==> src/sys_arr_pkg.sv <==
package sys_arr_pkg;

    // Square array, rows equal columns
    localparam int DIM = 4;

    // Input data and weights are signed bytes
    localparam int DATA_W = 8;

    // Partial sums and results are signed and wrap modulo 2^16
    localparam int SUM_W = 16;

    localparam int WEIGHT_BUS_W = DIM * DATA_W;  // One row of weights
    localparam int SUM_BUS_W    = DIM * SUM_W;   // One row of sums

    // After the input edge: DIM rows, DIM-1 cycles of column skew or deskew
    // and the output register add up to this many cycles
    localparam int LATENCY = 2 * DIM;

endpackage
==> src/row_link_if.sv <==
// Vertical link between two rows of the array
interface row_link_if #(
    parameter int cols = sys_arr_pkg::DIM
);
    import sys_arr_pkg::*;

    logic [cols*SUM_W-1:0]  macc;    // Partial sums, column c in word c
    logic [cols*DATA_W-1:0] w;       // Weights shifting down
    logic [cols-1:0]        wwrite;  // Per-column weight strobes
    logic [cols-1:0]        active;  // Sum valid per column

    // Row above drives the link
    modport up (
        output macc, w, wwrite, active
    );

    // Row below takes it
    modport down (
        input macc, w, wwrite, active
    );

endinterface

==> src/sys_arr_top.sv <==
module sys_arr_top (
    input  logic                                        clk,
    input  logic                                        rst_n,
    input  logic                                        in_valid,
    input  logic [sys_arr_pkg::DIM*sys_arr_pkg::DATA_W-1:0] in_data,  // Lane r feeds row r
    input  logic                                        w_load,
    input  logic [sys_arr_pkg::WEIGHT_BUS_W-1:0]        w_row,    // Column c in byte c
    output logic                                        out_valid,
    output logic [sys_arr_pkg::SUM_BUS_W-1:0]           out_data  // Column c in word c
);
    import sys_arr_pkg::*;

    logic [DIM-1:0]          row_active;
    logic [DIM*DATA_W-1:0]   row_data;
    logic [DIM-1:0]          top_wwrite;
    logic [SUM_BUS_W-1:0]    bottom_macc;
    logic [DIM-1:0]          bottom_active;

    // One load strobe shifts every column at once
    assign top_wwrite = {DIM{w_load}};

    data_skew u_skew (
        .clk        (clk),
        .rst_n      (rst_n),
        .in_valid   (in_valid),
        .in_data    (in_data),
        .row_active (row_active),
        .row_data   (row_data)
    );

    sys_arr_grid u_grid (
        .clk           (clk),
        .rst_n         (rst_n),
        .row_active    (row_active),
        .row_data      (row_data),
        .top_w         (w_row),
        .top_wwrite    (top_wwrite),
        .bottom_macc   (bottom_macc),
        .bottom_active (bottom_active)
    );

    sum_deskew u_deskew (
        .clk        (clk),
        .rst_n      (rst_n),
        .col_macc   (bottom_macc),
        .col_active (bottom_active),
        .out_valid  (out_valid),
        .out_data   (out_data)
    );

endmodule

==> src/sum_deskew.sv <==
module sum_deskew (
    input  logic                              clk,
    input  logic                              rst_n,
    input  logic [sys_arr_pkg::SUM_BUS_W-1:0] col_macc,
    input  logic [sys_arr_pkg::DIM-1:0]       col_active,
    output logic                              out_valid,
    output logic [sys_arr_pkg::SUM_BUS_W-1:0] out_data
);
    import sys_arr_pkg::*;

    // Column c leaves the grid c cycles after column 0
    // Delaying it DIM-1-c more lines all columns up with the last one,
    // and the output register brings the total to LATENCY
    logic [SUM_BUS_W-1:0] aligned;

    for (genvar c = 0; c < DIM; c++) begin : g_col
        if (c == DIM - 1) begin : g_direct
            assign aligned[c*SUM_W +: SUM_W] = col_macc[c*SUM_W +: SUM_W];
        end else begin : g_delay
            logic [DIM-2-c:0][SUM_W-1:0] pipe;

            always_ff @(posedge clk) begin
                pipe[0] <= col_macc[c*SUM_W +: SUM_W];
                for (int i = 1; i <= DIM - 2 - c; i++) begin
                    pipe[i] <= pipe[i-1];
                end
            end

            assign aligned[c*SUM_W +: SUM_W] = pipe[DIM-2-c];
        end
    end

    // Last column needs no delay, its flag marks the whole aligned row
    always_ff @(posedge clk) begin
        if (!rst_n) begin
            out_valid <= 1'b0;
        end else begin
            out_valid <= col_active[DIM-1];
        end
    end

    always_ff @(posedge clk) begin
        out_data <= aligned;
    end

endmodule

==> src/data_skew.sv <==
module data_skew (
    input  logic                                        clk,
    input  logic                                        rst_n,
    input  logic                                        in_valid,
    input  logic [sys_arr_pkg::DIM*sys_arr_pkg::DATA_W-1:0] in_data,
    output logic [sys_arr_pkg::DIM-1:0]                 row_active,
    output logic [sys_arr_pkg::DIM*sys_arr_pkg::DATA_W-1:0] row_data
);
    import sys_arr_pkg::*;

    // Lane r: input register then r skew stages, so row r lags row 0 by r
    for (genvar r = 0; r < DIM; r++) begin : g_lane
        logic [r:0]             v_q;  // Valid copy for this lane
        logic [r:0][DATA_W-1:0] d_q;

        always_ff @(posedge clk) begin
            if (!rst_n) begin
                v_q <= '0;
            end else begin
                v_q[0] <= in_valid;
                for (int i = 1; i <= r; i++) begin
                    v_q[i] <= v_q[i-1];
                end
            end
        end

        always_ff @(posedge clk) begin
            d_q[0] <= in_data[r*DATA_W +: DATA_W];
            for (int i = 1; i <= r; i++) begin
                d_q[i] <= d_q[i-1];
            end
        end

        assign row_active[r]                 = v_q[r];
        assign row_data[r*DATA_W +: DATA_W]  = d_q[r];
    end

endmodule

==> src/sys_arr_grid.sv <==
module sys_arr_grid (
    input  logic                                        clk,
    input  logic                                        rst_n,
    input  logic [sys_arr_pkg::DIM-1:0]                 row_active,
    input  logic [sys_arr_pkg::DIM*sys_arr_pkg::DATA_W-1:0] row_data,
    input  logic [sys_arr_pkg::WEIGHT_BUS_W-1:0]        top_w,
    input  logic [sys_arr_pkg::DIM-1:0]                 top_wwrite,
    output logic [sys_arr_pkg::SUM_BUS_W-1:0]           bottom_macc,
    output logic [sys_arr_pkg::DIM-1:0]                 bottom_active
);
    import sys_arr_pkg::*;

    // Link r runs from row r to row r+1, the last one is the bottom edge
    row_link_if #(.cols(DIM)) link [DIM] ();

    // What each row sees on its upper edge
    logic [DIM-1:0][WEIGHT_BUS_W-1:0] row_win;
    logic [DIM-1:0][SUM_BUS_W-1:0]    row_sumin;
    logic [DIM-1:0][DIM-1:0]          row_wwrite;

    for (genvar r = 0; r < DIM; r++) begin : g_row
        if (r == 0) begin : g_top
            assign row_win[r]    = top_w;
            assign row_sumin[r]  = '0;  // Sums start from zero
            assign row_wwrite[r] = top_wwrite;
        end else begin : g_below
            assign row_win[r]    = link[r-1].w;
            assign row_sumin[r]  = link[r-1].macc;
            assign row_wwrite[r] = link[r-1].wwrite;
        end

        sys_arr_row #(.row_width(DIM)) u_row (
            .clk     (clk),
            .rst_n   (rst_n),
            .active  (row_active[r]),
            .datain  (row_data[r*DATA_W +: DATA_W]),
            .win     (row_win[r]),
            .sumin   (row_sumin[r]),
            .wwrite  (row_wwrite[r]),
            .link    (link[r]),
            .dataout ()  // Data falls off the right edge
        );
    end

    assign bottom_macc   = link[DIM-1].macc;
    assign bottom_active = link[DIM-1].active;

endmodule

==> src/sys_arr_row.sv <==
module sys_arr_row #(
    parameter int row_width = sys_arr_pkg::DIM
) (
    input  logic                                    clk,
    input  logic                                    rst_n,
    input  logic                                    active,
    input  logic [sys_arr_pkg::DATA_W-1:0]          datain,  // Left edge of the row
    input  logic [row_width*sys_arr_pkg::DATA_W-1:0] win,
    input  logic [row_width*sys_arr_pkg::SUM_W-1:0]  sumin,
    input  logic [row_width-1:0]                    wwrite,
    row_link_if.up                                  link,    // Towards the row below
    output logic [sys_arr_pkg::DATA_W-1:0]          dataout  // Right edge of the row
);
    import sys_arr_pkg::*;

    // Left to right chain, entry 0 is the row input
    logic [row_width:0]             act_chain;
    logic [row_width:0][DATA_W-1:0] data_chain;

    // Column outputs gathered for the link
    logic [row_width*SUM_W-1:0]  macc_bus;
    logic [row_width*DATA_W-1:0] w_bus;
    logic [row_width-1:0]        wwrite_bus;

    assign act_chain[0]  = active;
    assign data_chain[0] = datain;
    assign dataout       = data_chain[row_width];

    for (genvar i = 0; i < row_width; i++) begin : g_pe
        pe u_pe (
            .clk       (clk),
            .rst_n     (rst_n),
            .active    (act_chain[i]),
            .datain    (data_chain[i]),
            .win       (win[i*DATA_W +: DATA_W]),
            .sumin     (sumin[i*SUM_W +: SUM_W]),
            .wwrite    (wwrite[i]),
            .maccout   (macc_bus[i*SUM_W +: SUM_W]),
            .dataout   (data_chain[i+1]),
            .wout      (w_bus[i*DATA_W +: DATA_W]),
            .wwriteout (wwrite_bus[i]),
            .activeout (act_chain[i+1])
        );
    end

    assign link.macc   = macc_bus;
    assign link.w      = w_bus;
    assign link.wwrite = wwrite_bus;
    assign link.active = act_chain[row_width:1];  // Each PE flags its own sum

endmodule

==> src/pe.sv <==
module pe (
    input  logic                                  clk,
    input  logic                                  rst_n,
    input  logic                                  active,
    input  logic signed [sys_arr_pkg::DATA_W-1:0] datain,
    input  logic signed [sys_arr_pkg::DATA_W-1:0] win,
    input  logic signed [sys_arr_pkg::SUM_W-1:0]  sumin,
    input  logic                                  wwrite,
    output logic signed [sys_arr_pkg::SUM_W-1:0]  maccout,
    output logic signed [sys_arr_pkg::DATA_W-1:0] dataout,
    output logic signed [sys_arr_pkg::DATA_W-1:0] wout,
    output logic                                  wwriteout,
    output logic                                  activeout
);
    import sys_arr_pkg::*;

    logic signed [DATA_W-1:0] weight_q;  // Stationary weight
    logic signed [SUM_W-1:0]  product;

    // 8x8 signed product always fits in 16 bits
    assign product = datain * weight_q;

    // Weight chain is combinational so one strobe moves a whole column down
    assign wout      = weight_q;
    assign wwriteout = wwrite;

    always_ff @(posedge clk) begin
        if (!rst_n) begin
            weight_q <= '0;
        end else if (wwrite) begin
            weight_q <= win;  // Take the weight from the row above
        end
    end

    always_ff @(posedge clk) begin
        if (!rst_n) begin
            maccout   <= '0;
            activeout <= 1'b0;
        end else begin
            if (active) begin
                maccout <= sumin + product;  // Wraps on overflow
            end else begin
                maccout <= sumin;
            end
            activeout <= active;
        end
    end

    // Data moves one column right per cycle
    always_ff @(posedge clk) begin
        dataout <= datain;
    end

endmodule

==> config.mk <==
export PLATFORM = sky130hd
export DESIGN_NAME = sys_arr_top
export DESIGN_NICKNAME = d
export VERILOG_FILES = /design/src/sys_arr_pkg.sv /design/src/row_link_if.sv /design/src/sys_arr_top.sv /design/src/sum_deskew.sv /design/src/data_skew.sv /design/src/sys_arr_grid.sv /design/src/sys_arr_row.sv /design/src/pe.sv
export SDC_FILE = /design/constraint.sdc
export NUM_CORES = 2
export LEC_CHECK = 0
export BUFFER_PORTS_ARGS = -buffer_cell sky130_fd_sc_hd__buf_2
export CORE_MARGIN = 4
export CORE_UTILIZATION = 35
export DETAILED_ROUTE_END_ITERATION = 6
export PLACE_DENSITY_LB_ADDON = 0.15
export SYNTH_ARGS = -nofsm -noshare
export SYNTH_HDL_FRONTEND = slang
export SYNTH_SLANG_ARGS = --single-unit
==> constraint.sdc <==
create_clock -name clk -period 6.4 [get_ports clk]
set_clock_uncertainty 0.1 [all_clocks]
set_input_delay 0 -clock clk [delete_from_list [all_inputs] [get_ports clk]]
set_output_delay 0 -clock clk [all_outputs]
set_load 0.01 [all_outputs]
==> results.toml <==
[logic_synthesis]
synth_compound_area_share_pct = 4.79
synth_top_family_by_area = "adder cells"
synth_area_per_cell_um2 = 10.1
synth_area_um2 = 64200
synthAdderAreaFrac_pct = 44.3
ys_types = 57
synth_xor_area_share_pct = 3.66
syn_nets = 8046
synth_ff_type = "dfxtp_1"
synthSimpleGateAreaFrac_pct = 13.1
async_flop_share_pct = 0
ys_seq_area_share_pct = 22.7
muxShareOfSynthArea_pct = 3.65
ys_ff_latch = 729
syn-instance-count = 6346
yosys_warnings = 0
synth_edf_count = 0

[clocking]
cts_root_buffer = "clkbuf_16"
clk_pin_slew_ns = 0.06
cts_resized = 0
worstSkewPairLatency_ns = 0.73
cts.sinks = 729
tritoncts = "yes"
numCtsBuffers = 91
h-tree-depth = 3
clockBufferDepth = 3

[floorplanning]
rows = 156
start_util_pct = 35.4
io_pins = 133
die_w_um = 436
fp.dieH_um = 436
dieArea_um2 = 190000
core_um2 = 182000

[detailed_routing]
wl_met3_um = 5020
top_layer = "met4"
drtIter0Drc = 1556
dr.pass1.iters = 5
routed-wl-met2_um = 75000
wl_met1_um = 71400
dr_total_vias = 42200
via_per_inst = 4.67
ant_nets = 0
wl_um = 156000
drc_errors = 0
wl_per_cell_um = 17.2

[worst_hold_path]
hold_class = "reg2reg"

[global_routing]
grt_max_degree = 104
grt_pass1_wl_um = 261000
grt_pass1_vias = 47100
gr-total-overflow = 0
grt_use_total_pct = 17.2
grt_antenna_before_repair = 2

[place]
dp_hpwl_um = 124000
portBuffers = 132
preCtsSetupSlack_ns = 0.888
gp_congestion = 0.802

[layout]
drive_above_1_share_pct = 5.55
nFillCells = 18000
final_core_util_pct = 39.8
fin_nets = 8300
syn_to_final_growth_pct = 12.6

[setup_path]
critPathCapture = "u_grid.g_row[2].u_row.g_pe[2].u_pe.maccout[15]$_SDFF_PN0_"
worst_path_most_repeated_cell = "fa_1"
cp.depth = 15
path_cells = "and2_1 > inv_1 > fa_1 > inv_1 > fa_1 > fa_1 > fa_1 > fa_1 > ha_1 > o21ai_1 > o21a_1 > o21a_1 > o31ai_1 > xnor2_1 > o21ai_0"
startpoint = "u_grid.g_row[2].u_row.g_pe[2].u_pe.wout[0]$_SDFFE_PN0P_"
crit_buf_inv = 2
critPathSlowestCell = "dfxtp_1"
cp_max_fo = 10
arrival_ns = 5.95
crit_path_end_kind = "flip-flop"
crit_path_max_incr_delay_ns = 0.60
r2r_end = "u_grid.g_row[2].u_row.g_pe[2].u_pe.maccout[15]$_SDFF_PN0_"
criticalPathCategory = "reg2reg"
r2r_cells = 15
cp-start-kind = "flip-flop"
cp.required_ns = 6.88
r2r_setup_slack_ns = 0.93
cp_top_family = "adder cells"
r2r-start = "u_grid.g_row[2].u_row.g_pe[2].u_pe.wout[0]$_SDFFE_PN0P_"

[sta]
period_minus_slack_ns = 5.47
setup_viol = 0
rsz0062_at_grt = "no"
tightest_slew_ns = 1.07
layout_setup_ws_ns = 0.933
hold_viol_final = 0
setup_tns_ns = 0
slew_headroom_pct = 28.7
period_share_pct = 85.4
timing.final.max_slew_violations = 0
fmax_mhz = 183

[power_and_ir_drop]
ir_worst_vdd_v = 0.000180
p_leak_nw = 35.9
power_density_nw_per_um2 = 176

[job]
cap_violations = 0

[outcome]
status = "completed"
[Yosys cell counts (all sizes together), types with 2 or more instances]
library cell	instances	area [um2]
nor3	76	380
xnor2	227	1990
and4b	3	30.0
nor2b	9	56.3
nand3b	20	150
nor2	452	1700
mux2i	234	2340
a211oi	48	395
nor3b	13	97.6
buf	16	70.1
a2111oi	12	174
or3b	9	78.8
nand3	39	195
o211ai	8	60.1
ha	560	7010
o41ai	4	65.1
o21bai	42	315
clkbuf	141	529
dfxtp	729	14600
fa	1072	21500
inv	1145	4300
o21a	31	233
or3	12	75.1
a21oi	121	606
a31o	9	78.8
nand2	418	1570
xor2	41	359
a311oi	2	17.5
nor4	4	25.0
a21o	36	273
o31ai	8	60.1
o22ai	2	12.5
a22oi	2	15.0
o31a	4	35.0
clkinv	13	48.8
nand4	9	56.3
a31oi	17	106
or2	5	31.3
o2111ai	3	26.3
and3	46	288
and2	552	3450
nand2b	36	225
o21ai	110	558
[registers in the layout (all words and copies together) (netlist names)]
name                                    count
u_grid.g_row.u_row.g_pe.u_pe.maccout      256
u_grid.g_row.u_row.g_pe.u_pe.wout         128
u_grid.g_row.u_row.g_pe.u_pe.dataout       96
u_deskew.g_col.g_delay.pipe                64
u_deskew.out_data                          64
u_skew.g_lane.d_q                          56
u_deskew.aligned                           32
u_skew.row_data                            24
u_grid.g_row.u_row.g_pe.u_pe.activeout      4
u_skew.g_lane.v_q                           4
u_deskew.out_valid                          1
[how the worst min path moves through the flow]
stage                     slack (ns)  cells past startpoint                              from                                                        end
after global routing            0.22                      0  u_skew.g_lane[3].d_q[11]$_DFF_P_                           u_skew.g_lane[3].d_q[19]$_DFF_P_
after CTS                       0.20                      4                             rst_n  u_grid.g_row[1].u_row.g_pe[0].u_pe.maccout[15]$_SDFF_PN0_
after floorplan                -0.07                      0                        in_data[0]                            u_skew.g_lane[0].d_q[0]$_DFF_P_
after global placement         0.002                      1                       in_data[24]                            u_skew.g_lane[3].d_q[0]$_DFF_P_
final                           0.21                      0  u_skew.g_lane[3].d_q[11]$_DFF_P_                           u_skew.g_lane[3].d_q[19]$_DFF_P_
after detailed placement       0.004                      1                        in_data[4]                            u_skew.g_lane[0].d_q[4]$_DFF_P_
[per-layer routing]
layer,up-vias,track usage [%]
met3,197,2.44
met2,539,29.3
met1,21400,22.7
li1,20100,-
met4,0,4.88
met5,-,0
[area by class of cell]
cell class,count,area (um2),area share (%)
diodes,2,5.00,0.00692
clock buffers,112,2540,3.51
clock inverters,53,709,0.981
inverters,1158,4350,6.02
multi-input cells,4302,44700,61.8
flip-flops and latches,729,14600,20.2
well taps,2370,2970,4.10
repair buffers,318,2470,3.42
[per-stage QoR]
stage,power (mW),hold WS (ns),std cells,area (um2)
after floorplan,6.62,-0.0723,6346,64200
after global placement,7.26,0.00215,8720,67500
after detailed placement,7.27,0.00359,8720,67500
after CTS,13.0,0.200,9042,72300
after global routing,13.5,0.218,9043,72300
final,12.7,0.207,9044,72300
[placed cells by master, fill, tap and decap left out, types with 8 or more instances in the layout]
cell           count
nor3_1            76
inv_1           1144
clkbuf_16         92
o21bai_1          42
and3_1            46
a31o_2             9
o21a_1            31
clkbuf_8          17
a21oi_1          121
dfxtp_1          725
a21o_1            34
xnor2_1          227
dlygate4sd3_1    157
o21ai_1           28
o31ai_1            8
nand2_1          418
nor2b_1            9
nand3b_1          20
nor3b_1           13
bufinv_16         11
clkinv_2           9
nand2b_1          36
nor2_1           452
xor2_1            41
o211ai_1           8
ha_1             560
a211oi_1          41
clkinv_1          13
buf_4             29
clkinv_4          15
fa_1            1072
nand4_1            9
nand3_1           39
buf_2            130
a31oi_1           17
o21ai_0           80
and2_1           552
mux2i_1          234
clkinvlp_4        10
or3_1             12
[what timing repair did]
item	in CTS	in global routing
hold endpoints to repair	128	0
hold buffers	157	0
buffers inserted	0	0
[report_power, final]
group	leakage (nW)	total (mW)	switching (mW)	internal [mW]
combinational	28.4	2.26	1.25	1.02
clock	1.56	5.51	2.22	3.29
sequential	5.96	4.95	0.276	4.67
total	35.9	12.7	3.74	8.98
[cells by family (layout without fill, tap and decap cells)]
| kind of cell | after synthesis | in the layout |
|---|---|---|
| other | 0 | 2 |
| buffers and inverters | 1315 | 1641 |
| adder cells (fa/ha/maj) | 1632 | 1632 |
| AO/OA/AOI/OAI | 463 | 463 |
| flip-flops | 729 | 729 |
| XOR/XNOR | 268 | 268 |
| multiplexers | 234 | 234 |
| AND/OR/NAND/NOR | 1705 | 1705 |
Power figures use the tool's default switching activity.
